[src/sid_pkg.sv]
package sid_pkg;

	// register address inside one chip, 32 registers
	localparam int REG_ADDR_W = 5;
	localparam int NUM_REGS = 1 << REG_ADDR_W;

	// data byte carried with every write
	localparam int DATA_W = 8;

	// command word is {chip select, register address, data}
	localparam int CMD_W = 1 + REG_ADDR_W + DATA_W;   // 14 bits
	localparam int CMD_DATA_LSB = 0;
	localparam int CMD_ADDR_LSB = DATA_W;              // register field starts above data
	localparam int CMD_SEL_BIT = CMD_W - 1;            // msb picks the chip

	// bit of the address byte that picks left (0) or right (1) chip
	localparam int CHIP_SEL_BIT = 5;

	// master volume lives in register 24, low nibble
	localparam int VOLUME_REG = 24;
	localparam int VOLUME_W = 4;

endpackage

[src/cmd_assembler.sv]
module cmd_assembler
	import sid_pkg::*;
#(
	parameter int CLKS_PER_BIT = 16
) (
	input  logic             CLK_IN,
	input  logic             RSTn_i,
	input  logic             rx,
	input  logic             wr_ack,
	output logic             wr_req,
	output logic [CMD_W-1:0] wr_cmd
);

	typedef enum logic {
		S_ADDR,	// next byte is an address
		S_DATA	// next byte is data for the held address
	} pair_state_t;

	pair_state_t         state;
	logic [7:0]          rx_byte;
	logic                rx_valid;
	logic [REG_ADDR_W:0] addr_q;	// {chip select, register}
	logic                hs_idle;	// previous command fully handed over

	uart_rx #(
		.CLKS_PER_BIT(CLKS_PER_BIT)
	) u_uart_rx (
		.CLK_IN  (CLK_IN),
		.RSTn_i  (RSTn_i),
		.rx      (rx),
		.rx_byte (rx_byte),
		.rx_valid(rx_valid)
	);

	// four-phase rule, a new req only after ack has dropped
	assign hs_idle = !wr_req && !wr_ack;

	always_ff @(posedge CLK_IN) begin
		if (!RSTn_i) begin
			state  <= S_ADDR;
			wr_req <= 1'b0;
		end else begin
			if (wr_req && wr_ack)
				wr_req <= 1'b0;	// fifo took it, release req
			if (rx_valid) begin
				case (state)
					S_ADDR: begin
						addr_q <= {rx_byte[CHIP_SEL_BIT], rx_byte[REG_ADDR_W-1:0]};
						state  <= S_DATA;
					end
					S_DATA: begin
						state <= S_ADDR;
						// overrun drops the new pair, the one in flight is kept
						if (hs_idle) begin
							wr_cmd <= {addr_q, rx_byte};
							wr_req <= 1'b1;
						end
					end
					default: state <= S_ADDR;
				endcase
			end
		end
	end

	// the consumer may latch the command any time during the handshake
	a_cmd_stable: assert property (@(posedge CLK_IN) disable iff (!RSTn_i)
		wr_req |=> $stable(wr_cmd));

endmodule

[src/sid_board.sv]
module sid_board
	import sid_pkg::*;
#(
	parameter int CLKS_PER_BIT = 16,	// short bit time for simulation
	parameter int SID_DIV      = 12,
	parameter int FIFO_DEPTH   = 4,
	parameter int DAC_W        = 8
) (
	input  logic CLK_IN,
	input  logic RSTn_i,
	input  logic rx,
	output logic audio_l,
	output logic audio_r
);

	logic             wr_req, wr_ack;	// assembler to fifo
	logic [CMD_W-1:0] wr_cmd;
	logic             rd_req, rd_ack;	// fifo to register banks
	logic [CMD_W-1:0] rd_cmd;
	logic [DAC_W-1:0] level_l, level_r;
	logic             ce_1m;

	cmd_assembler #(
		.CLKS_PER_BIT(CLKS_PER_BIT)
	) u_cmd_assembler (
		.CLK_IN(CLK_IN),
		.RSTn_i(RSTn_i),
		.rx    (rx),
		.wr_ack(wr_ack),
		.wr_req(wr_req),
		.wr_cmd(wr_cmd)
	);

	write_fifo #(
		.FIFO_DEPTH(FIFO_DEPTH)
	) u_write_fifo (
		.CLK_IN(CLK_IN),
		.RSTn_i(RSTn_i),
		.wr_req(wr_req),
		.wr_cmd(wr_cmd),
		.rd_ack(rd_ack),
		.wr_ack(wr_ack),
		.rd_req(rd_req),
		.rd_cmd(rd_cmd)
	);

	sid_regbank #(
		.SID_DIV(SID_DIV),
		.DAC_W  (DAC_W)
	) u_sid_regbank (
		.CLK_IN (CLK_IN),
		.RSTn_i (RSTn_i),
		.rd_req (rd_req),
		.rd_cmd (rd_cmd),
		.rd_ack (rd_ack),
		.level_l(level_l),
		.level_r(level_r),
		.ce_1m  (ce_1m)
	);

	sigma_delta_dac #(.DAC_W(DAC_W)) u_dac_l (
		.CLK_IN(CLK_IN),
		.RSTn_i(RSTn_i),
		.ce_1m (ce_1m),
		.level (level_l),
		.audio (audio_l)
	);

	sigma_delta_dac #(.DAC_W(DAC_W)) u_dac_r (
		.CLK_IN(CLK_IN),
		.RSTn_i(RSTn_i),
		.ce_1m (ce_1m),
		.level (level_r),
		.audio (audio_r)
	);

endmodule

[src/sid_regbank.sv]
module sid_regbank
	import sid_pkg::*;
#(
	parameter int SID_DIV = 12,	// main cycles per chip cycle
	parameter int DAC_W   = 8
) (
	input  logic             CLK_IN,
	input  logic             RSTn_i,
	input  logic             rd_req,
	input  logic [CMD_W-1:0] rd_cmd,
	output logic             rd_ack,
	output logic [DAC_W-1:0] level_l,
	output logic [DAC_W-1:0] level_r,
	output logic             ce_1m
);

	localparam int DIV_W = $clog2(SID_DIV);

	if (DAC_W <= VOLUME_W)
		$error("sid_regbank needs DAC_W wider than the volume field");

	logic [DIV_W-1:0]      div_cnt;
	logic [DATA_W-1:0]     regs [2][NUM_REGS];	// left bank [0], right bank [1]
	logic                  wr_sel;
	logic [REG_ADDR_W-1:0] wr_addr;
	logic [DATA_W-1:0]     wr_data;
	logic                  wr_en;
	logic [VOLUME_W-1:0]   vol_l, vol_r;

	// command fields
	assign wr_sel  = rd_cmd[CMD_SEL_BIT];
	assign wr_addr = rd_cmd[CMD_ADDR_LSB +: REG_ADDR_W];
	assign wr_data = rd_cmd[CMD_DATA_LSB +: DATA_W];

	// chip clock enable, one cycle out of SID_DIV
	assign ce_1m = (div_cnt == '0);

	// take a write on the first enable that finds a request
	assign wr_en = ce_1m && rd_req && !rd_ack;

	assign vol_l = regs[0][VOLUME_REG][VOLUME_W-1:0];
	assign vol_r = regs[1][VOLUME_REG][VOLUME_W-1:0];	// high nibble ignored

	always_ff @(posedge CLK_IN) begin
		if (!RSTn_i)
			div_cnt <= DIV_W'(SID_DIV - 1);
		else
			div_cnt <= ce_1m ? DIV_W'(SID_DIV - 1) : div_cnt - 1'b1;
	end

	always_ff @(posedge CLK_IN) begin
		if (!RSTn_i) begin
			rd_ack <= 1'b0;
			for (int c = 0; c < 2; c++) begin
				for (int r = 0; r < NUM_REGS; r++)
					regs[c][r] <= '0;	// chip reset clears every register
			end
		end else begin
			if (wr_en) begin
				regs[wr_sel][wr_addr] <= wr_data;
				rd_ack                <= 1'b1;
			end else if (rd_ack && !rd_req) begin
				rd_ack <= 1'b0;	// fifo released req
			end
		end
	end

	// volume sets the dc level, scaled to the dac range
	always_ff @(posedge CLK_IN) begin
		if (!RSTn_i) begin
			level_l <= '0;
			level_r <= '0;
		end else begin
			level_l <= {vol_l, {(DAC_W - VOLUME_W){1'b0}}};
			level_r <= {vol_r, {(DAC_W - VOLUME_W){1'b0}}};
		end
	end

	// writes follow the chip clock, never the main clock
	a_ack_on_ce: assert property (@(posedge CLK_IN) disable iff (!RSTn_i)
		$rose(rd_ack) |-> $past(ce_1m));

endmodule

[src/sigma_delta_dac.sv]
module sigma_delta_dac #(
	parameter int DAC_W = 8
) (
	input  logic             CLK_IN,
	input  logic             RSTn_i,
	input  logic             ce_1m,
	input  logic [DAC_W-1:0] level,
	output logic             audio
);

	logic [DAC_W:0] acc;		// carry bit is the output
	logic [1:0]     holdoff;	// chip cycles left before modulating

	// the carry comes out once per overflow of the low DAC_W bits
	assign audio = acc[DAC_W];

	always_ff @(posedge CLK_IN) begin
		if (!RSTn_i) begin
			holdoff <= 2'd3;
			acc     <= '0;
		end else if (holdoff != '0) begin
			acc <= '0;	// keep output low until the chip has settled
			if (ce_1m)
				holdoff <= holdoff - 1'b1;
		end else begin
			// first-order loop, old carry dropped, level added
			acc <= {1'b0, acc[DAC_W-1:0]} + {1'b0, level};
		end
	end

endmodule

[src/uart_rx.sv]
module uart_rx #(
	parameter int CLKS_PER_BIT = 16	// main clocks per serial bit
) (
	input  logic       CLK_IN,
	input  logic       RSTn_i,
	input  logic       rx,
	output logic [7:0] rx_byte,
	output logic       rx_valid
);

	localparam int CNT_W = $clog2(CLKS_PER_BIT);
	localparam logic [CNT_W-1:0] CNT_FULL = CNT_W'(CLKS_PER_BIT - 1);
	localparam logic [CNT_W-1:0] CNT_HALF = CNT_W'(CLKS_PER_BIT / 2 - 1);

	typedef enum logic [2:0] {
		S_IDLE,
		S_START,
		S_DATA,
		S_STOP,
		S_BREAK	// bad stop bit, wait for line to go idle again
	} rx_state_t;

	rx_state_t        state;
	logic             rx_meta, rx_sync;	// two-flop synchronizer
	logic [CNT_W-1:0] clk_cnt;		// counts main clocks inside one bit
	logic [2:0]       bit_idx;
	logic [7:0]       shift_q;		// lsb first

	always_ff @(posedge CLK_IN) begin
		if (!RSTn_i) begin
			rx_meta <= 1'b1;	// idle line is high
			rx_sync <= 1'b1;
		end else begin
			rx_meta <= rx;
			rx_sync <= rx_meta;
		end
	end

	always_ff @(posedge CLK_IN) begin
		if (!RSTn_i) begin
			state    <= S_IDLE;
			clk_cnt  <= '0;
			bit_idx  <= '0;
			rx_valid <= 1'b0;
		end else begin
			rx_valid <= 1'b0;	// strobe lasts one cycle
			clk_cnt  <= clk_cnt + 1'b1;
			case (state)
				S_IDLE: begin
					clk_cnt <= '0;
					if (!rx_sync)
						state <= S_START;	// falling edge, maybe a start bit
				end
				S_START: if (clk_cnt == CNT_HALF) begin
					clk_cnt <= '0;
					bit_idx <= '0;
					// glitch shorter than half a bit goes back to idle
					state   <= rx_sync ? S_IDLE : S_DATA;
				end
				S_DATA: if (clk_cnt == CNT_FULL) begin
					clk_cnt <= '0;
					shift_q <= {rx_sync, shift_q[7:1]};	// sample at mid-bit
					bit_idx <= bit_idx + 1'b1;
					if (bit_idx == 3'd7)
						state <= S_STOP;
				end
				S_STOP: if (clk_cnt == CNT_FULL) begin
					if (rx_sync) begin
						rx_byte  <= shift_q;
						rx_valid <= 1'b1;
						state    <= S_IDLE;
					end else begin
						state <= S_BREAK;	// framing error, frame dropped
					end
				end
				S_BREAK: if (rx_sync)
					state <= S_IDLE;
				default: state <= S_IDLE;
			endcase
		end
	end

	// a byte strobe is always followed by at least one quiet cycle
	a_valid_single: assert property (@(posedge CLK_IN) disable iff (!RSTn_i)
		rx_valid |=> !rx_valid);

endmodule

[src/write_fifo.sv]
module write_fifo
	import sid_pkg::*;
#(
	parameter int FIFO_DEPTH = 4	// power of two
) (
	input  logic             CLK_IN,
	input  logic             RSTn_i,
	input  logic             wr_req,
	input  logic [CMD_W-1:0] wr_cmd,
	input  logic             rd_ack,
	output logic             wr_ack,
	output logic             rd_req,
	output logic [CMD_W-1:0] rd_cmd
);

	localparam int PTR_W = $clog2(FIFO_DEPTH);

	if (FIFO_DEPTH < 2 || (FIFO_DEPTH & (FIFO_DEPTH - 1)) != 0)
		$error("write_fifo needs a power of two depth of at least 2");

	logic [CMD_W-1:0] mem [FIFO_DEPTH];
	logic [PTR_W-1:0] wr_ptr, rd_ptr;	// wrap on their own
	logic [PTR_W:0]   count;
	logic             full, empty;
	logic             rd_ack_d;		// for the rising edge of rd_ack
	logic             push, pop;

	assign full  = (count == (PTR_W + 1)'(FIFO_DEPTH));
	assign empty = (count == '0);

	// req without ack yet is a pending write, it waits here while full
	assign push = wr_req && !wr_ack && !full;
	assign pop  = rd_ack && !rd_ack_d;	// one pop per ack edge

	assign rd_cmd = mem[rd_ptr];	// head entry, stays put until the pop

	always_ff @(posedge CLK_IN) begin
		if (push)
			mem[wr_ptr] <= wr_cmd;
	end

	always_ff @(posedge CLK_IN) begin
		if (!RSTn_i) begin
			wr_ptr   <= '0;
			rd_ptr   <= '0;
			count    <= '0;
			wr_ack   <= 1'b0;
			rd_req   <= 1'b0;
			rd_ack_d <= 1'b0;
		end else begin
			rd_ack_d <= rd_ack;

			// write side
			if (push) begin
				wr_ptr <= wr_ptr + 1'b1;
				wr_ack <= 1'b1;
			end else if (!wr_req && wr_ack) begin
				wr_ack <= 1'b0;	// producer released req
			end

			// read side
			if (pop) begin
				rd_ptr <= rd_ptr + 1'b1;
				rd_req <= 1'b0;
			end else if (!rd_req && !rd_ack && !empty) begin
				rd_req <= 1'b1;	// offer next entry once ack is low
			end

			count <= count + (push ? 1'b1 : 1'b0) - (pop ? 1'b1 : 1'b0);
		end
	end

	// a full buffer never acknowledges on the next edge
	a_no_push_full: assert property (@(posedge CLK_IN) disable iff (!RSTn_i)
		full |=> !$rose(wr_ack));

	// the consumer acks only entries that were offered
	a_no_pop_empty: assert property (@(posedge CLK_IN) disable iff (!RSTn_i)
		pop |-> !empty);

endmodule
[config.mk]
export PLATFORM = sky130hd
export DESIGN_NAME = sid_board
export DESIGN_NICKNAME = d
export VERILOG_FILES = /design/src/sid_pkg.sv /design/src/cmd_assembler.sv /design/src/sid_board.sv /design/src/sid_regbank.sv /design/src/sigma_delta_dac.sv /design/src/uart_rx.sv /design/src/write_fifo.sv
export SDC_FILE = /design/constraint.sdc
export NUM_CORES = 1
export LEC_CHECK = 0
export BUFFER_PORTS_ARGS = -buffer_cell sky130_fd_sc_hd__buf_2
export CAP_MARGIN = 10
export CORE_ASPECT_RATIO = 1.25
export CORE_UTILIZATION = 60
export DETAILED_ROUTE_END_ITERATION = 8
export PLACE_DENSITY = 0.87
export SLEW_MARGIN = 15
export SYNTH_ARGS = -nofsm -noshare
export SYNTH_HDL_FRONTEND = slang
export SYNTH_SLANG_ARGS = --single-unit
[constraint.sdc]
create_clock -name CLK_IN -period 3.1 [get_ports CLK_IN]
set_input_delay 0.465 -clock CLK_IN [delete_from_list [all_inputs] [get_ports CLK_IN]]
set_output_delay 0.465 -clock CLK_IN [all_outputs]
set_load 0.02 [all_outputs]
==> results of run 1 <==
metrics by stage:
| step | power, mW | setup WS [ns] | util [%] | cells |
|---|---|---|---|---|
| 2_1_floorplan | 1.94 | 0.739 | - | 368 |
| 3_3_place_gp | 1.95 | 0.964 | 63.2 | 461 |
| 3_5_place_dp | 1.95 | 0.740 | 63.2 | 461 |
| 4_1_cts | 3.74 | 0.733 | 69.9 | 493 |
| 5_1_grt | 3.83 | 0.621 | 69.9 | 493 |
| 6_report | 3.71 | 0.768 | 69.9 | 493 |
path summary, 6_finish.rpt:
kind	startpoint	endpoint	slack, ns
max reg2reg	u_sid_regbank.div_cnt[0]	u_sid_regbank.regs[1][57]	0.77
max	u_sid_regbank.div_cnt[0]	u_sid_regbank.regs[1][57]	0.77
min reg2reg	u_cmd_assembler.u_uart_rx.rx_byte[5]	u_cmd_assembler.addr_q[5]	0.42
min	rx	u_cmd_assembler.u_uart_rx.rx_meta	0.13
cells in the final DEF (no fill, tap or decap), types with 5 or more instances in the layout:
cell	synthesis	layout
inv_1	25	25
a21oi_1	10	10
nor3_1	5	5
a211oi_1	8	8
o21ai_0	11	11
xnor2_1	5	5
and3_1	6	6
dfxtp_1	54	54
nor2_1	15	15
nand3_1	9	9
xor2_1	5	5
nand2_1	15	15
nand2b_1	5	5
edfxtp_1	78	78
mux2i_1	8	8
and2_1	23	23
nor2b_1	12	12
clkbuf_16	0	16
ha_1	21	21
metal layers:
metal	global-route usage, %	part of all wire, %	vias to the layer above
met5	0	0	-
met4	8.84	2.7	0
met3	7.50	3.2	19
met2	33.1	55	35
met1	18.2	39	1253
li1	-	-	1352
cells by family (layout without fill, tap and decap cells):
kind of cell / Yosys count / count (layout) / synth area share (%)
flops: 132 / 132 / 67.3
compound gates: 46 / 46 / 6.52
fa+ha+maj: 24 / 24 / 6.35
simple gates: 109 / 109 / 12.7
mux: 10 / 10 / 2.53
xor+xnor: 10 / 10 / 1.72
buf+inv: 37 / 65 / 2.88
power groups by stage:
stage	Clock [mW]	Sequential [mW]	Combinational, mW
2_1_floorplan	0	1.90	0.0412
3_3_place_gp	0	1.90	0.0449
3_5_place_dp	0	1.90	0.0487
4_1_cts	1.82	1.87	0.0492
5_1_grt	1.91	1.87	0.0554
6_report	1.79	1.87	0.0485
final cells by class:
class | instances | share of cell area, %
clock inverter | 14 | 2.26
timing repair buffer | 8 | 0.869
sequential | 132 | 59.4
inverter | 25 | 1.63
multi-input combinational | 199 | 26.4
clock buffer | 18 | 7.26
tap | 97 | 2.11
sequential cells by signal, summed over array words and instances, names as in the netlist, 3 cells and up, named ones only:
signal,cells
u_sid_regbank.level_r,4
u_dac_l.acc,5
u_write_fifo.mem,40
u_cmd_assembler.addr_q,6
u_cmd_assembler.u_uart_rx.bit_idx,3
u_sid_regbank.div_cnt,4
u_cmd_assembler.u_uart_rx.shift_q,8
u_cmd_assembler.u_uart_rx.clk_cnt,4
u_sid_regbank.regs,8
u_cmd_assembler.u_uart_rx.state,3
u_write_fifo.count,3
u_cmd_assembler.wr_cmd,10
u_dac_r.acc,5
u_sid_regbank.level_l,4
u_cmd_assembler.u_uart_rx.rx_byte,6
==> summary.md, run 1 <==
| Metric | Value |
|---|---|
| Outcome | finished, final reports clean |
| Routability cong. | 0.757 |
| Setup TNS | 0 ns |
| Ratio of cells with drive above 1 in the final layout | 11.9% |
| Critical-path top delay cell | nor3b_1 |
| Post-Syn Area | 0.00509 mm^2 |
| Reg2Reg Depth | 6 |
| Detailed Route WL | 7260 um |
| Max IR drop VDD | 0.545 mV |
| DR vias | 2659 |
| Post-synth ARST share | 0% |
| Rows | 37 |
| Setup Fix Bufs, Post-CTS | 0 |
| Yosys cell types | 47 |
| TritonCTS clock tree | done |
| Number of synthesized flops with an enable pin | 78 |
| Reg power frac | 50.3% |
| Initial Util | 61.7% |
| # setup viols final | 0 |
| Crit. End Element | register |
| P_int | 2.94 mW |
| Leakage | 2.20 nW |
| Hold WS | 0.128 ns |
| Initial DRC count | 91 |
| WHS Path Cells | 2 |
| Dominant synthesized flop cell | edfxtp_1 |
| Sequential share of the synthesized area | 67.3% |
| First-pass GRT wire length | 12100 um |
| Num CTS Buffers | 17 |
| Chip height | 105 um |
| Total grt overflow | 0 |
| Hold WC Path Type | primary input to register |
| Pwr dens | 644 mW/mm^2 |
| Worst Tran Pin Value | 0.697 ns |
| Max-Slew Margin vs Limit | 53.5% |
| 1st-pass router iterations | 6 |
| Final instance area | 0.00576 mm^2 |
| Seq cells post-synth | 132 |
| Most frequent cell after synthesis | edfxtp_1 |
| Clk slew on worst S/H paths | 0.06 ns |
| Max cap viols | 0 |
| Placement Cell Area | 0.00521 mm^2 |
| Synth top area share | 46.1% |
| Ant. Diodes | 0 |
| Post_cts resized | 0 |
| Total core area | 0.00824 mm^2 |
| Vias per cell | 5.39 |
| CP bufs+invs | 1 |
| CP Depth | 6 |
| Clock Power Share | 48.4% |
| H-tree Lvls | 4 |
| Global Route Usage Sum | 18.4% |
| Post-synth top cells | 78 x edfxtp_1, 54 x dfxtp_1, 25 x inv_1 |
| DRC errors left | 0 |
| Synth Warn # | 0 |
| Critical path cell sequence | inv_1 -> ha_1 -> nor3b_1 -> o311a_1 -> nand3_1 -> o21ai_0 |
| Dpl hpwl | 4760 um |
| Crit share post-route | 75.2% |
| Maximum clock insertion buffer count | 2 |
| Vias in the first global route | 2666 |
| CTS sink cnt | 132 |
| Sw frac | 20.7% |
| Post-route ant nets | 0 |
| Final Max Tran Viols | 0 |
| Worst Path Class, Setup | register to register |
| Startpoint types | register |
| Post-Synthesis Cells | 368 |
| Syn Nets | 395 |
| Fin crit period | 2.33 ns |
| Buffers on Ports | 4 |
| Final Skew | 0.00494 ns |
| Final hold vios | 0 |
| Avg Cell Area, Syn | 13.8 um^2 |
| Combinational power share | 1.3% |
| Die area | 0.00885 mm^2 |
| Critical path peak fanout | 4 |
| Synth-to-layout area growth | 13.2% |
| CP delay by family, top | compound AO/OA/AOI/OAI gates |
| Critical path required time | 3.26 ns |
| Yosys top cell by area | edfxtp_1 |
| Nets | 410 |
| CP arrival | 2.49 ns |
| Psw | 767 uW |
| Ports | 5 |
| Initial antenna violation count | 0 |
| Multi-input logic area | 0.00152 mm^2 |
| Largest net degree at the start of global routing | 29 |
| Synth top area cells | edfxtp_1 46%, dfxtp_1 21%, ha_1 5.2%, and2_1 2.8%, inv_1 1.8% |
| Hold-fix buffers, CTS | 0 |
| Register Area | 0.00342 mm^2 |
| Highest clock rate | 429 MHz |
| Critical path's largest stage delay | 0.48 ns |
| Root buffer cell | clkbuf_8 |
| Unrepaired setup endpoints after global routing | false |
| Fill cells | 539 |
| Die Width | 84.4 um |
| Wirelength per Cell | 14.7 um |
| Clock latency at the later pin of the worst-skew pair | 0.52 ns |
Note: power is estimated with default switching activity, not from simulation.
==> inputs of run 2 (changes only) <==
--- a/config.mk
+++ b/config.mk
@@ -8,9 +8,9 @@
 export BUFFER_PORTS_ARGS = -buffer_cell sky130_fd_sc_hd__buf_2
 export CAP_MARGIN = 10
 export CORE_ASPECT_RATIO = 1.25
-export CORE_UTILIZATION = 60
+export CORE_UTILIZATION = 56
 export DETAILED_ROUTE_END_ITERATION = 8
-export PLACE_DENSITY = 0.87
+export PLACE_DENSITY = 0.86
 export SLEW_MARGIN = 15
 export SYNTH_ARGS = -nofsm -noshare
 export SYNTH_HDL_FRONTEND = slang
==> constraint.sdc (replaced) <==
create_clock -name CLK_IN -period 1.9 [get_ports CLK_IN]
set_input_delay 0.285 -clock CLK_IN [delete_from_list [all_inputs] [get_ports CLK_IN]]
set_output_delay 0.285 -clock CLK_IN [all_outputs]
set_load 0.02 [all_outputs]
==> run 2 against run 1 <==
  * Utilization shrank 1.2 points
  * Register-to-register slack lost 0.77 ns
  * Largest cell class unchanged
  * Flip-flop and latch count is the same
  * Non-clock buffer count grew 15
  * Highest routed layer unchanged
  * Clock power grew 67%
  * Clock skew grew 0.0029 ns
  * Fmax grew 23%
  * Count of clock-buffer cells in the layout grew 1
  * Routed wire length grew 4.5%
  * Via count grew 4.8%
==> summary.md, run 2 (synthesized netlist as in run 1, its figures left out) <==
| Metric | Value |
|---|---|
| Outcome | finished, final reports clean |
| Fill cells | 606 |
| Max IR drop VDD | 0.685 mV |
| Hold worst-path end | u_cmd_assembler.u_uart_rx.clk_cnt[2] |
| Critical path required time | 2.21 ns |
| Detailed Route WL | 7590 um |
| Power, Total | 6.13 mW |
| DRC errors left | 0 |
| Crit. End Element | register |
| Critical path peak fanout | 5 |
| First-pass GRT wire length | 12400 um |
| Root buffer cell | clkbuf_8 |
| Vias in the first global route | 2875 |
| Maximum clock insertion buffer count | 2 |
| Initial Util | 58.1% |
| Rows | 38 |
| Final instance area | 0.00601 mm^2 |
| Fin crit period | 1.90 ns |
| Final hold vios | 0 |
| Crit share post-route | 99.9% |
| Most frequent cells in the layout | 78 x edfxtp_1, 48 x dfxtp_1, 23 x and2_1, 21 x inv_1 |
| Commonest non-fill, non-tap cell in the layout | edfxtp_1 |
| Regs by FF count | u_write_fifo.mem (40), u_cmd_assembler.wr_cmd (10) |
| Die Width | 87.2 um |
| Final Max Tran Viols | 0 |
| Setup TNS | 0 ns |
| Global Route Usage Sum | 17.8% |
| Clock latency at the later pin of the worst-skew pair | 0.51 ns |
| Ratio of cells with drive above 1 in the final layout | 19.0% |
| Die area | 0.00947 mm^2 |
| Multi-input logic area | 0.00161 mm^2 |
| Unrepaired setup endpoints after global routing | true |
| Util after Layout | 68.7% |
| Nets | 425 |
| Startpoint types | register |
| Chip height | 109 um |
| Routability cong. | 0.755 |
| Internal reg-to-reg setup slack | 0.003 ns |
| Worst Tran Pin Value | 0.544 ns |
| 1st-pass router iterations | 4 |
| Worst reg2reg path startpoint | u_write_fifo.mem[3][13] |
| Clk slew on worst S/H paths | 0.06 ns |
| # setup viols final | 0 |
| Wirelength per Cell | 14.3 um |
| H-tree Lvls | 4 |
| Ant. Diodes | 0 |
| Final Skew | 0.00786 ns |
| Largest register FFs | 40 |
| Pwr dens | 1020 mW/mm^2 |
| CTS sink cnt | 132 |
| Placement Cell Area | 0.00537 mm^2 |
| Ports | 5 |
| DR vias | 2786 |
| Buffers on Ports | 4 |
| Total core area | 0.00875 mm^2 |
| RR Endpoint | u_sid_regbank.regs[0][57] |
| Initial DRC count | 89 |
| Register Area | 0.00343 mm^2 |
| CP arrival | 2.20 ns |
| Most flops, register | u_write_fifo.mem |
| Reg2Reg Depth | 4 |
| Synth-to-layout area growth | 18.2% |
| Hold WC Path Type | primary input to register |
| Worst Path Class, Setup | register to register |
| Max cap viols | 0 |
| Total grt overflow | 0 |
| Largest net degree at the start of global routing | 20 |
| Hold_sp | RSTn_i |
| Num CTS Buffers | 17 |
| Initial antenna violation count | 0 |
| WHS Path Cells | 3 |
| Dpl hpwl | 5110 um |
| TritonCTS clock tree | done |
| Leakage | 2.29 nW |
| Vias per cell | 5.25 |
| Post-route ant nets | 0 |
| Max-Slew Margin vs Limit | 63.5% |
| Highest clock rate | 527 MHz |
run 2: cell types whose count changed in the layout (fill, tap and decap cells not counted), moves of 4 or more:
cell     change
inv_2        +4
dfxtp_2      +5
inv_1        -4
buf_4       +14
dfxtp_1      -6
run 2: area by class of cell:
type,instances,share of cell area (%)
multi-input cells,199,26.8
flip-flops and latches,132,57.1
repair buffers,23,2.75
clock buffers,19,7.02
inverters,25,1.56
well taps,120,2.50
clock inverters,13,2.27
run 2: layer usage:
layer | wire [um] | global-route usage, %
met1 | 2880 | 17.1
met2 | 4340 | 33.3
met3 | 188 | 5.50
met4 | 177 | 9.25
met5 | 0 | 0
run 2: timing repair:
action	CTS	global route
endpoints found under the hold margin	1	0
setup endpoints to repair	5	15
hold buffers	1	0
gates resized for setup	1	14
buffers inserted	0	1
pin swaps	1	3
run 2: worst max-delay path, stage by stage (launching register included):
cell and delay, ns:
edfxtp_1 0.37, mux4_2 0.47, and4b_2 0.34, nand4_4 0.17, a2111oi_4 0.34
run 2: report_power, final:
part / switching [mW] / internal (mW) / leakage, nW
sequential: 0.0224 / 3.03 / 1.15
combinational: 0.0452 / 0.0377 / 0.869
clock: 1.14 / 1.86 / 0.267
run 2: worst max path at each step:
| stage | to | start | cells after the start |
|---|---|---|---|
| floorplan | u_write_fifo.count[2] | u_sid_regbank.rd_ack | 9 |
| global placement | u_write_fifo.count[2] | u_sid_regbank.rd_ack | 9 |
| detailed placement | u_sid_regbank.regs[1][56] | u_sid_regbank.div_cnt[0] | 7 |
| CTS | u_write_fifo.count[2] | u_sid_regbank.rd_ack | 9 |
| global route | u_sid_regbank.regs[0][57] | u_sid_regbank.div_cnt[1] | 7 |
| finish | u_sid_regbank.regs[0][57] | u_write_fifo.mem[3][13] | 4 |
run 2: stage by stage:
| step | setup WS, ns | hold slack, ns | std cells |
|---|---|---|---|
| 2_1_floorplan | 0.0116 | 0.386 | 368 |
| 3_3_place_gp | 0.0517 | 0.390 | 497 |
| 3_5_place_dp | 0.0125 | 0.408 | 497 |
| 4_1_cts | 0.0162 | 0.121 | 530 |
| 5_1_grt | -0.0749 | 0.137 | 531 |
| 6_report | 0.00259 | 0.145 | 531 |
==> inputs of run 3 (changes only) <==
--- a/config.mk
+++ b/config.mk
@@ -6,11 +6,10 @@
 export NUM_CORES = 1
 export LEC_CHECK = 0
 export BUFFER_PORTS_ARGS = -buffer_cell sky130_fd_sc_hd__buf_2
-export CAP_MARGIN = 10
 export CORE_ASPECT_RATIO = 1.25
-export CORE_UTILIZATION = 56
+export CORE_UTILIZATION = 60
 export DETAILED_ROUTE_END_ITERATION = 8
-export PLACE_DENSITY = 0.86
+export PLACE_DENSITY = 0.76
 export SLEW_MARGIN = 15
 export SYNTH_ARGS = -nofsm -noshare
 export SYNTH_HDL_FRONTEND = slang
==> constraint.sdc (replaced) <==
create_clock -name CLK_IN -period 2 [get_ports CLK_IN]
set_input_delay 0.3 -clock CLK_IN [delete_from_list [all_inputs] [get_ports CLK_IN]]
set_output_delay 0.3 -clock CLK_IN [all_outputs]
set_load 0.02 [all_outputs]
==> run 3 against run 2 <==
  * The flow now finishes with violations (design-rule violations)
  * Non-clock buffer count is 2 lower
  * Global-route usage rose by 1.7 points
  * Critical path depth up 5
  * Critical path type unchanged
==> summary.md, run 3 (synthesized netlist as in run 1, its figures left out) <==
| Metric | Value |
|---|---|
| Clk slew on worst S/H paths | 0.06 ns |
| Nets | 423 |
| Post-route ant nets | 0 |
| Crit share post-route | 94.6% |
| Leakage | 2.30 nW |
| Setup ws final | 0.108 ns |
| Max IR drop VDD | 0.768 mV |
| Clock latency at the later pin of the worst-skew pair | 0.52 ns |
| Startpoint types | register |
| Total grt overflow | 0 |
| CTS sink cnt | 132 |
| Vias per cell | 5.48 |
| Largest register FFs | 40 |
| DRC errors left | 2 |
| Pwr dens | 1000 mW/mm^2 |
| Num CTS Buffers | 17 |
| Ant. Diodes | 0 |
| CP arrival | 2.31 ns |
| Unrepaired setup endpoints after global routing | false |
| Fin crit period | 1.89 ns |
| WHS Path Cells | 3 |
| Maximum clock insertion buffer count | 2 |
| Place WS | 0.0655 ns |
| DR vias | 2772 |
| Initial antenna violation count | 0 |
| Rows | 37 |
| Hold WC Path Type | primary input to register |
| Total core area | 0.00824 mm^2 |
| Synth-to-layout area growth | 16.3% |
| Final Skew | 0.00713 ns |
| Wirelength per Cell | 15.1 um |
| Most flops, register | u_write_fifo.mem |
| Root buffer cell | clkbuf_8 |
| Critical path peak fanout | 2 |
| First-pass GRT wire length | 12800 um |
| Fill cells | 543 |
| Initial Util | 61.7% |
| Placed insts | 473 |
| Setup TNS | 0 ns |
| Commonest non-fill, non-tap cell in the layout | edfxtp_1 |
| Power, Total | 5.92 mW |
| Reg2Reg Depth | 9 |
| Global Route Usage Sum | 19.5% |
| Outcome | finished, violations left |
| Ratio of cells with drive above 1 in the final layout | 16.1% |
| Hold worst-path end | u_cmd_assembler.u_uart_rx.state[0] |
| # setup viols final | 0 |
| Placement Cell Area | 0.00530 mm^2 |
| Final Max Tran Viols | 0 |
| Worst reg2reg path startpoint | u_sid_regbank.rd_ack |
| Chip height | 105 um |
| Internal reg-to-reg setup slack | 0.11 ns |
| 1st-pass router iterations | 6 |
| Failing checks | design-rule violations |
| Crit. End Element | register |
| Worst Path Class, Setup | register to register |
| Vias in the first global route | 2816 |
| Post-Layout Cell Count | 506 |
| Initial DRC count | 94 |
| Worst Setup SP | u_sid_regbank.rd_ack |
| Register Area | 0.00342 mm^2 |
| RR Endpoint | u_write_fifo.count[2] |
| Final hold vios | 0 |
| Die Width | 84.4 um |
| Regs by FF count | u_write_fifo.mem (40), u_cmd_assembler.wr_cmd (10) |
| Die area | 0.00885 mm^2 |
| Setup Fix Bufs, Post-CTS | 0 |
| Final instance area | 0.00591 mm^2 |
| Routability cong. | 0.797 |
| Critical path required time | 2.42 ns |
| TritonCTS clock tree | done |
| Max cap viols | 0 |
| Highest clock rate | 529 MHz |
| Max-Slew Margin vs Limit | 65.1% |
| H-tree Lvls | 4 |
| Ports | 5 |
| Dpl hpwl | 5200 um |
| Buffers on Ports | 4 |
| Most frequent cells in the layout | 78 x edfxtp_1, 53 x dfxtp_1, 25 x inv_1, 23 x and2_1, 21 x ha_1 |
| Hold_sp | RSTn_i |
| Detailed Route WL | 7640 um |
| Multi-input logic area | 0.00155 mm^2 |
| Largest net degree at the start of global routing | 31 |
| Worst Tran Pin Value | 0.521 ns |
-- run 3: cell types whose count changed in the layout (fill, tap and decap cells not counted), moves of 3 or more --
cell	delta
ha_1	+3
dfxtp_1	+5
inv_2	-4
inv_1	+4
inv_8	+4
dfxtp_2	-4
inv_6	+5
-- run 3: power breakdown --
part | internal (mW) | switching (mW)
logic | 0.0371 | 0.0449
clock network | 1.70 | 1.24
registers | 2.87 | 0.0208
-- run 3: how the worst max path moves through the flow --
stage / end / slack, ns / cells past startpoint
5_1_grt: u_sid_regbank.regs[0][56] / 0.02 / 6
4_1_cts: u_sid_regbank.regs[0][56] / 0.08 / 4
6_report: u_write_fifo.count[2] / 0.11 / 9
2_1_floorplan: u_sid_regbank.regs[1][56] / 0.07 / 6
3_3_place_gp: u_write_fifo.count[2] / 0.17 / 9
3_5_place_dp: u_sid_regbank.regs[0][56] / 0.07 / 6
-- run 3: timing repair --
| item | 4_1_cts | 5_1_grt |
|---|---|---|
| gates resized for setup | 1 | 5 |
| setup endpoints to repair | 12 | 5 |
| endpoints found under the hold margin | 1 | 0 |
| hold buffers | 1 | 0 |
-- run 3: area by class of cell --
class                   instances  area share (%)
clock buffers                  17            7.00
clock inverters                15            2.71
inverters                      25            1.59
multi-input cells             199            26.2
flip-flops and latches        132            57.9
well taps                      97            2.05
repair buffers                 21            2.54
-- run 3: metal layers --
layer	GRT usage, %	vias up	part of all wire, %
met5	0	-	0
met4	9.56	0	1.7
met3	6.16	15	3.2
met2	34.1	38	53
met1	21.2	1343	42
li1	-	1376	-
-- run 3: stage by stage --
| step | hold slack, ns | utilization, % |
|---|---|---|
| global route | 0.187 | 71.8 |
| detailed placement | 0.399 | 64.3 |
| global placement | 0.395 | 64.3 |
| CTS | 0.157 | 71.5 |
| floorplan | 0.386 | - |
| finish | 0.182 | 71.8 |
-- run 3: critical path, cell delays in order (launching register included) --
cell     delay, ns
dfxtp_1       0.30
nor2b_2       0.15
ha_1          0.28
inv_1         0.05
ha_1          0.13
inv_1         0.05
fa_1          0.40
xnor2_2       0.16
xnor2_1       0.12
and2_1        0.15
